==> src/wb_consts.svh <==
`ifndef WB_CONSTS_SVH
`define WB_CONSTS_SVH

// result data and address widths
`define WB_DATA_W    64
`define WB_ADDR_W    32

// result slots carried by one instruction
`define WB_SLOTS     4

// general and segment register files, 3-bit index
`define WB_NREGS     8

// pending memory writes
`define WB_SQ_DEPTH  4

// architectural register widths
`define WB_SEG_W     16
`define WB_EFLAGS_W  18

`endif

==> src/wb_pkg.sv <==
package wb_pkg;

    // instruction class seen at writeback
    typedef enum logic [2:0] {
        op_normal   = 3'd0,
        op_halt     = 3'd1,
        op_far_jmp  = 3'd2,  // loads EIP:CS
        op_far_call = 3'd3,  // loads EIP:CS
        op_iret     = 3'd4   // loads EIP:CS
    } wb_op_e;

    // where a result slot goes
    typedef enum logic [1:0] {
        sk_none = 2'd0,
        sk_reg  = 2'd1,
        sk_seg  = 2'd2,
        sk_mem  = 2'd3
    } slot_kind_e;

    // exception class reported with ie_val
    typedef enum logic [2:0] {
        ie_divide     = 3'd0,
        ie_debug      = 3'd1,
        ie_breakpoint = 3'd2,
        ie_overflow   = 3'd3,
        ie_bound      = 3'd4,
        ie_invalid_op = 3'd5,
        ie_gen_prot   = 3'd6,
        ie_page_fault = 3'd7
    } ie_type_e;

endpackage

==> src/wb_ifs.sv <==
`timescale 1ns/1ps
`include "wb_consts.svh"

// register, segment and control commits into the architectural state
interface wb_commit_if;
    localparam int IDX_W = $clog2(`WB_NREGS);

    logic [`WB_SLOTS-1:0]                  reg_ld;
    logic [`WB_SLOTS-1:0]                  seg_ld;
    logic [`WB_SLOTS-1:0][IDX_W-1:0]       idx;     // per-slot destination index
    logic [`WB_SLOTS-1:0][`WB_DATA_W-1:0]  data;
    logic                                  commit;  // instruction retires this cycle
    logic [`WB_ADDR_W-1:0]                 new_eip;
    logic                                  ld_cs;
    logic [`WB_SEG_W-1:0]                  new_cs;
    logic [`WB_EFLAGS_W-1:0]               eflags;
    logic                                  halt_set;

    modport stage (
        output reg_ld, seg_ld, idx, data, commit,
        output new_eip, ld_cs, new_cs, eflags, halt_set
    );

    modport state (
        input reg_ld, seg_ld, idx, data, commit,
        input new_eip, ld_cs, new_cs, eflags, halt_set
    );
endinterface

// memory write handed to the writeback address queue
interface wb_store_if;
    logic                   push;  // one-cycle strobe, never while full
    logic [`WB_ADDR_W-1:0]  addr;
    logic [`WB_DATA_W-1:0]  data;
    logic [1:0]             size;
    logic                   full;

    modport stage (
        output push, addr, data, size,
        input  full
    );

    modport queue (
        input  push, addr, data, size,
        output full
    );
endinterface

==> src/arch_state.sv <==
`timescale 1ns/1ps
`include "wb_consts.svh"

module arch_state (
    input  logic                          clk,
    input  logic                          rst_n,
    wb_commit_if.state                    commit_if,
    input  logic [$clog2(`WB_NREGS)-1:0]  gpr_rd_addr,
    input  logic [$clog2(`WB_NREGS)-1:0]  seg_rd_addr,
    output logic [`WB_DATA_W-1:0]         gpr_rd_data,
    output logic [`WB_SEG_W-1:0]          seg_rd_data,
    output logic [`WB_ADDR_W-1:0]         eip,
    output logic [`WB_SEG_W-1:0]          cs,
    output logic [`WB_EFLAGS_W-1:0]       eflags,
    output logic                          halted
);

    logic [`WB_DATA_W-1:0] gpr [`WB_NREGS];
    logic [`WB_SEG_W-1:0]  seg [`WB_NREGS];

    // four write ports per file; later slots override earlier ones
    always_ff @(posedge clk) begin
        if (!rst_n) begin
            for (int r = 0; r < `WB_NREGS; r++) begin
                gpr[r] <= '0;
                seg[r] <= '0;
            end
        end else begin
            for (int s = 0; s < `WB_SLOTS; s++) begin
                if (commit_if.reg_ld[s])
                    gpr[commit_if.idx[s]] <= commit_if.data[s];
                if (commit_if.seg_ld[s])
                    seg[commit_if.idx[s]] <= commit_if.data[s][`WB_SEG_W-1:0];  // low 16 bits
            end
        end
    end

    // EIP, CS and flags move only when an instruction retires
    always_ff @(posedge clk) begin
        if (!rst_n) begin
            eip    <= '0;
            cs     <= '0;
            eflags <= '0;
        end else if (commit_if.commit) begin
            eip    <= commit_if.new_eip;
            eflags <= commit_if.eflags;
            if (commit_if.ld_cs)
                cs <= commit_if.new_cs;  // far jmp/call/iret
        end
    end

    // sticky until reset
    always_ff @(posedge clk) begin
        if (!rst_n)
            halted <= 1'b0;
        else if (commit_if.halt_set)
            halted <= 1'b1;
    end

    // asynchronous read ports
    assign gpr_rd_data = gpr[gpr_rd_addr];
    assign seg_rd_data = seg[seg_rd_addr];

endmodule

==> src/wb_store_queue.sv <==
`timescale 1ns/1ps
`include "wb_consts.svh"

module wb_store_queue (
    input  logic                   clk,
    input  logic                   rst_n,
    wb_store_if.queue              store_if,
    input  logic                   st_ack,   // pops the head
    output logic                   st_valid,
    output logic [`WB_ADDR_W-1:0]  st_addr,
    output logic [`WB_DATA_W-1:0]  st_data,
    output logic [1:0]             st_size
);

    localparam int DEPTH = `WB_SQ_DEPTH;
    localparam int PTR_W = $clog2(DEPTH);
    localparam int CNT_W = $clog2(DEPTH + 1);

    logic [`WB_ADDR_W-1:0] addr_mem [DEPTH];
    logic [`WB_DATA_W-1:0] data_mem [DEPTH];
    logic [1:0]            size_mem [DEPTH];

    logic [PTR_W-1:0] rd_ptr;
    logic [PTR_W-1:0] wr_ptr;
    logic [CNT_W-1:0] count;
    logic             push;
    logic             pop;

    assign push = store_if.push;
    assign pop  = st_ack && (count != '0);  // ack on empty is dropped

    // entry payload, written at the tail
    always_ff @(posedge clk) begin
        if (push) begin
            addr_mem[wr_ptr] <= store_if.addr;
            data_mem[wr_ptr] <= store_if.data;
            size_mem[wr_ptr] <= store_if.size;
        end
    end

    always_ff @(posedge clk) begin
        if (!rst_n) begin
            rd_ptr <= '0;
            wr_ptr <= '0;
            count  <= '0;
        end else begin
            if (push)
                wr_ptr <= (wr_ptr == PTR_W'(DEPTH - 1)) ? '0 : wr_ptr + 1'b1;
            if (pop)
                rd_ptr <= (rd_ptr == PTR_W'(DEPTH - 1)) ? '0 : rd_ptr + 1'b1;
            // simultaneous push and pop leave the count alone
            if (push && !pop)
                count <= count + 1'b1;
            else if (pop && !push)
                count <= count - 1'b1;
        end
    end

    assign store_if.full = (count == CNT_W'(DEPTH));

    // head entry toward the memory port
    assign st_valid = (count != '0);
    assign st_addr  = addr_mem[rd_ptr];
    assign st_data  = data_mem[rd_ptr];
    assign st_size  = size_mem[rd_ptr];

endmodule

==> src/wb_top.sv <==
`timescale 1ns/1ps
`include "wb_consts.svh"

module wb_top (
    input  logic                                  clk,
    input  logic                                  rst_n,
    input  logic                                  valid_in,
    input  wb_pkg::wb_op_e                        op,
    input  logic [`WB_SLOTS-1:0][`WB_DATA_W-1:0]  slot_data,
    input  logic [`WB_SLOTS-1:0][`WB_ADDR_W-1:0]  slot_dest,
    input  wb_pkg::slot_kind_e [`WB_SLOTS-1:0]    slot_kind,
    input  logic [`WB_SLOTS-1:0]                  slot_wb,
    input  logic [1:0]                            op_size,
    input  logic [3:0]                            size_ovr,
    input  logic [`WB_ADDR_W-1:0]                 eip_in,
    input  logic [`WB_EFLAGS_W-1:0]               eflags_in,
    input  logic                                  br_valid,
    input  logic                                  br_taken,
    input  logic                                  br_correct,
    input  logic [`WB_ADDR_W-1:0]                 br_target,
    input  logic                                  ie_in,
    input  wb_pkg::ie_type_e                      ie_type_in,
    input  logic                                  interrupt_in,
    input  logic [$clog2(`WB_NREGS)-1:0]          gpr_rd_addr,
    input  logic [$clog2(`WB_NREGS)-1:0]          seg_rd_addr,
    input  logic                                  st_ack,
    output logic                                  valid_out,
    output logic                                  stall,
    output logic                                  is_resteer,
    output logic                                  ie_val,
    output logic [3:0]                            ie_type_out,
    output logic [`WB_DATA_W-1:0]                 gpr_rd_data,
    output logic [`WB_SEG_W-1:0]                  seg_rd_data,
    output logic [`WB_ADDR_W-1:0]                 eip,
    output logic [`WB_SEG_W-1:0]                  cs,
    output logic [`WB_EFLAGS_W-1:0]               eflags,
    output logic                                  halted,
    output logic                                  st_valid,
    output logic [`WB_ADDR_W-1:0]                 st_addr,
    output logic [`WB_DATA_W-1:0]                 st_data,
    output logic [1:0]                            st_size
);

    wb_commit_if commit_bus ();
    wb_store_if  store_bus ();

    // combinational commit decision
    writeback_stage u_stage (
        .valid_in     (valid_in),     .op          (op),
        .slot_data    (slot_data),    .slot_dest   (slot_dest),
        .slot_kind    (slot_kind),    .slot_wb     (slot_wb),
        .op_size      (op_size),      .size_ovr    (size_ovr),
        .eip_in       (eip_in),       .eflags_in   (eflags_in),
        .br_valid     (br_valid),     .br_taken    (br_taken),
        .br_correct   (br_correct),   .br_target   (br_target),
        .ie_in        (ie_in),        .ie_type_in  (ie_type_in),
        .interrupt_in (interrupt_in),
        .commit_if    (commit_bus),   .store_if    (store_bus),
        .valid_out    (valid_out),    .stall       (stall),
        .is_resteer   (is_resteer),   .ie_val      (ie_val),
        .ie_type_out  (ie_type_out)
    );

    arch_state u_state (
        .clk         (clk),          .rst_n       (rst_n),
        .commit_if   (commit_bus),
        .gpr_rd_addr (gpr_rd_addr),  .seg_rd_addr (seg_rd_addr),
        .gpr_rd_data (gpr_rd_data),  .seg_rd_data (seg_rd_data),
        .eip         (eip),          .cs          (cs),
        .eflags      (eflags),       .halted      (halted)
    );

    // drained by the memory port through st_ack
    wb_store_queue u_queue (
        .clk      (clk),       .rst_n    (rst_n),
        .store_if (store_bus), .st_ack   (st_ack),
        .st_valid (st_valid),  .st_addr  (st_addr),
        .st_data  (st_data),   .st_size  (st_size)
    );

endmodule

==> src/writeback_stage.sv <==
`timescale 1ns/1ps
`include "wb_consts.svh"

module writeback_stage (
    input  logic                                  valid_in,
    input  wb_pkg::wb_op_e                        op,
    input  logic [`WB_SLOTS-1:0][`WB_DATA_W-1:0]  slot_data,
    input  logic [`WB_SLOTS-1:0][`WB_ADDR_W-1:0]  slot_dest,
    input  wb_pkg::slot_kind_e [`WB_SLOTS-1:0]    slot_kind,
    input  logic [`WB_SLOTS-1:0]                  slot_wb,
    input  logic [1:0]                            op_size,
    input  logic [3:0]                            size_ovr,   // one-hot
    input  logic [`WB_ADDR_W-1:0]                 eip_in,
    input  logic [`WB_EFLAGS_W-1:0]               eflags_in,
    input  logic                                  br_valid,
    input  logic                                  br_taken,
    input  logic                                  br_correct,
    input  logic [`WB_ADDR_W-1:0]                 br_target,
    input  logic                                  ie_in,
    input  wb_pkg::ie_type_e                      ie_type_in,
    input  logic                                  interrupt_in,
    wb_commit_if.stage                            commit_if,
    wb_store_if.stage                             store_if,
    output logic                                  valid_out,
    output logic                                  stall,
    output logic                                  is_resteer,
    output logic                                  ie_val,
    output logic [3:0]                            ie_type_out
);
    import wb_pkg::*;

    localparam int IDX_W  = $clog2(`WB_NREGS);
    localparam int SLOT_W = $clog2(`WB_SLOTS);

    logic                    commit;
    logic                    eip_cs_op;
    logic                    has_mem;
    logic [`WB_SLOTS-1:0]    reg_wr;
    logic [`WB_SLOTS-1:0]    seg_wr;
    logic [`WB_SLOTS-1:0]    mem_wr;
    logic [SLOT_W-1:0]       mem_sel;
    logic [1:0]              mem_size;
    logic [`WB_ADDR_W-1:0]   taken_eip;

    assign eip_cs_op = (op == op_far_jmp) || (op == op_far_call) || (op == op_iret);

    // per-slot destination decode, not yet qualified by commit
    always_comb begin
        for (int i = 0; i < `WB_SLOTS; i++) begin
            reg_wr[i] = slot_wb[i] && (slot_kind[i] == sk_reg);
            seg_wr[i] = slot_wb[i] && (slot_kind[i] == sk_seg);
            mem_wr[i] = slot_wb[i] && (slot_kind[i] == sk_mem);
        end
    end

    // hold the instruction while the address queue has no room
    assign has_mem   = valid_in && (|mem_wr);
    assign stall     = has_mem && store_if.full;
    assign commit    = valid_in && !stall;
    assign valid_out = commit;

    // lowest-numbered memory slot wins
    always_comb begin
        mem_sel = '0;
        for (int i = `WB_SLOTS - 1; i >= 0; i--) begin
            if (mem_wr[i])
                mem_sel = SLOT_W'(i);
        end
    end

    // size priority: override bit, then far transfer, then op size
    always_comb begin
        mem_size = op_size;
        if (eip_cs_op)
            mem_size = 2'd3;  // 8-byte EIP:CS image
        for (int i = 3; i >= 0; i--) begin
            if (size_ovr[i])
                mem_size = 2'(i);
        end
    end

    assign store_if.push = commit && (|mem_wr);
    assign store_if.addr = slot_dest[mem_sel];
    assign store_if.data = slot_data[mem_sel];
    assign store_if.size = mem_size;

    // register and segment commits
    always_comb begin
        for (int i = 0; i < `WB_SLOTS; i++) begin
            commit_if.idx[i]  = slot_dest[i][IDX_W-1:0];
            commit_if.data[i] = slot_data[i];
        end
    end

    assign commit_if.reg_ld = reg_wr & {`WB_SLOTS{commit}};
    assign commit_if.seg_ld = seg_wr & {`WB_SLOTS{commit}};
    assign commit_if.commit = commit;

    // far transfers carry the target as {cs, eip} in slot 0
    assign taken_eip         = eip_cs_op ? slot_data[0][`WB_ADDR_W-1:0] : br_target;
    assign commit_if.new_eip = br_taken ? taken_eip : eip_in;
    assign commit_if.ld_cs   = eip_cs_op;
    assign commit_if.new_cs  = slot_data[0][47:32];
    assign commit_if.eflags  = eflags_in;
    assign commit_if.halt_set = commit && (op == op_halt);

    // mispredict only counts on a retiring instruction
    assign is_resteer = commit && br_valid && !br_correct;

    // interrupt/exception report
    assign ie_val      = valid_in && (ie_in || interrupt_in);
    assign ie_type_out = valid_in ? {interrupt_in, ie_type_in} : 4'd0;

endmodule
==> config.mk <==
export PLATFORM = sky130hd
export DESIGN_NAME = wb_top
export DESIGN_NICKNAME = d
export VERILOG_FILES = /design/src/wb_pkg.sv /design/src/wb_ifs.sv /design/src/arch_state.sv /design/src/wb_store_queue.sv /design/src/wb_top.sv /design/src/writeback_stage.sv
export VERILOG_INCLUDE_DIRS = /design/src
export SDC_FILE = /design/constraint.sdc
export NUM_CORES = 2
export LEC_CHECK = 0
export CAP_MARGIN = 20
export CORE_MARGIN = 4
export CORE_UTILIZATION = 40
export CTS_CLUSTER_DIAMETER = 150
export DETAILED_ROUTE_END_ITERATION = 12
export DONT_BUFFER_PORTS = 1
export PLACE_DENSITY = 0.56
export REMOVE_ABC_BUFFERS = 1
export SLEW_MARGIN = 30
export SYNTH_ARGS = -nofsm -noshare
export SYNTH_HDL_FRONTEND = slang
export SYNTH_SLANG_ARGS = --single-unit
==> constraint.sdc <==
create_clock -name clk -period 7.1 [get_ports clk]
set_input_delay 1.065 -clock clk [delete_from_list [all_inputs] [get_ports clk]]
set_output_delay 1.065 -clock clk [all_outputs]
set_load 0.01 [all_outputs]
==> results.yml <==
clock_network:
  htreeDepth: 4
  cts_inserted_buffers: 134
  cts_tree: "built"
  root_buffer: "clkbuf_16"
  cts-resized-gates: 0
  holdBufCountCts: 0
  clk_latency_ns: 0.81
  post_cts_buffers: 0
  clkSlewWorstSetupHoldPaths_ns: 0.06
  clkSinkCount: 1108
  max-clock-path-buffers: 3
timing:
  finalHoldViolations: 0
  finalSetupTns_ns: 0
  fmax_ghz: 0.2290
  slew_headroom_pct: 25.76
  worst_pin_slew_ns: 1.111
  period_needed_ns: 4.366
  setup_viol: 0
  finClkSkew_ns: 0.02670
  rsz0062_at_grt: "no"
  final.period_utilization_pct: 61.50
  drv_slew: 0
global_routing:
  grt.overflow.total: 0
  grt_usage_pct: 33.61
  grt_pass1_wl_um: 409900
  grt_pass1_vias: 54070
  antenna_found_initial: 5
  grt_max_degree: 138
finish:
  drive_above_1_share_pct: 14.65
  num-fill-cells: 14840
  syn2layout_area_growth_pct: 8.942
  final_util_pct: 44.03
  layout_common_cells: "edfxtp_1 (1032), nor2_1 (597), nand2_1 (566), a21oi_1 (448), a22oi_1 (365)"
  final_cell_area_um2: 71020
  final_nets: 6019
  layout_commonest_cell: "edfxtp_1"
synth:
  synth_edf_count: 1032
  synth_warnings: 0
  yosysSeqAreaShare_pct: 49.87
  synth_cell_types: 90
  synth_async_sr_flop_share_pct: 0
  ys_ff_latch: 1108
  synth_flop_cell: "edfxtp_1"
  syn_area_um2: 65190
  syn_avg_cell_area_um2: 10.75
  syn_inst: 6066
setup_path:
  r2r-end: "u_state.seg[1][11]"
  reg2reg_from: "u_queue.count[0]"
  endpoint_kind: "output port"
  critPathMaxFanout: 45
  rrSetupSlack_ns: 3.03
  ff2ff_path_depth: 6
  required_ns: 6.03
  path_class: "reg2out"
  startpoint_type: "flop"
  cp.arrival_ns: 3.30
job:
  cap_violations: 0
floorplan:
  num_rows: 147
  start_util_pct: 40.42
  die_w_um: 411.7
  die_y_um: 411.7
  dieArea_um2: 169500
  core-area_um2: 161300
  ios: 759
worst_hold_path:
  hold_path_class: "in2reg"
  worstHoldEndpoint: "u_state.eflags[9]"
  min-delay-start: "eflags_in[9]"
  holdPathStages: 2
placement:
  gp_congestion: 0.9825
  portBuffers: 0
  placed_cell_area_um2: 66660
  dp_hpwl_um: 177800
power_and_ir_drop:
  irDropWorstVdd_mv: 0.2665
  p_leak_nw: 23.01
  powerDensity_nw_per_um2: 233.7
status:
  status: "complete, no violations"
route:
  route.detailed.drc: 0
  wl_per_cell_um: 38.14
  ant_nets: 0
  drt_wl_total_um: 296800
  vias: 56450
  first_iter_violations: 9960
  vias_per_cell: 7.255
  firstDrtPassIters: 7
## cells in the mapped netlist (all sizes together), types with 25 or more instances
master | count | share of area [%]
a211oi | 141 | 1.6
a21oi | 448 | 3.4
a221o | 133 | 2.0
a221oi | 212 | 2.8
a22o | 215 | 2.9
a22oi | 365 | 4.2
a31o | 40 | 0.54
a31oi | 124 | 1.2
and2 | 172 | 1.7
buf | 173 | 1.1
clkbuf | 683 | 3.9
dfxtp | 76 | 2.3
edfxtp | 1032 | 48
mux2 | 91 | 1.6
mux2i | 34 | 0.52
mux4 | 258 | 8.9
nand2 | 569 | 3.3
nand3 | 47 | 0.36
nor2 | 611 | 3.5
nor3 | 30 | 0.25
o21ai | 301 | 2.3
o31ai | 25 | 0.29
## cell type report
class / instances / area, um2 / area share, %
antenna: 10 / 25.02 / 0.03523
timing repair buffer: 161 / 1612 / 2.269
clock inverter: 69 / 683.2 / 0.9619
inverter: 16 / 62.56 / 0.08809
multi-input combinational: 4086 / 29840 / 42.02
tap: 2160 / 2703 / 3.805
clock buffer: 171 / 3572 / 5.030
sequential: 1108 / 32520 / 45.79
## critical path, stage by stage, from the launching register on
cell and delay, ns:
dfxtp_1 0.36, nor4bb_1 0.51, o41ai_4 0.20, nand2_2 0.48, buf_4 0.58, inv_1 0.08, buf_4 0.23
## layer usage
metal,global-route usage [%],part of all wire (%),vias to the layer above
met5,0,0.0044,-
met4,17.46,6.0,2
met3,10.83,14,1069
met2,52.04,45,5032
met1,42.04,35,27780
li1,-,-,22570
## report_power, final
part | leakage (nW) | internal [mW] | switching (mW) | total (mW)
clock network | 2.06 | 3.85 | 2.97 | 6.82
registers | 10.8 | 7.48 | 0.142 | 7.62
logic | 10.2 | 0.776 | 1.39 | 2.16
total | 23.0 | 12.1 | 4.50 | 16.6
## how the worst max path moves through the flow
| stage | from | end | slack, ns | cells past startpoint |
|---|---|---|---|---|
| 2_1_floorplan | slot_kind[3] | u_state.gpr[0][0] | -18.89 | 4 |
| 3_3_place_gp | valid_in | u_state.seg[1][11] | 2.56 | 6 |
| 3_5_place_dp | valid_in | u_state.seg[1][11] | 2.42 | 6 |
| 4_1_cts | u_queue.count[0] | valid_out | 2.67 | 6 |
| 5_1_grt | u_queue.count[0] | valid_out | 2.56 | 6 |
| 6_report | u_queue.count[0] | valid_out | 2.73 | 6 |
## sequential cells by signal, summed over array words and instances (netlist names), 8 cells and up, named ones only
register and count:
u_state.cs 16, u_state.seg 128, u_state.eip 32, u_state.gpr 512, u_queue.size_mem 8, u_queue.data_mem 256, u_state.eflags 18, u_queue.addr_mem 128
## cells by family after synthesis
family,Yosys count,share of synthesized area [%]
fa+ha+maj,7,0.1459
buf+inv,872,5.092
mux,383,11.01
xor+xnor,2,0.02687
simple gates,1550,10.67
flops,1108,49.87
compound gates,2144,23.19
## per-stage QoR
| stage | std cells | hold slack (ns) | power [mW] | setup slack [ns] |
|---|---|---|---|---|
| floorplan | 5210 | 0.4666 | 9.275 | -18.89 |
| global placement | 7523 | 0.4739 | 9.873 | 2.560 |
| detailed placement | 7529 | 0.4889 | 9.907 | 2.418 |
| CTS | 7769 | 0.3463 | 16.67 | 2.665 |
| global route | 7772 | 0.3773 | 17.09 | 2.560 |
| finish | 7781 | 0.4046 | 16.60 | 2.734 |
(Power assumes the default switching activity.)
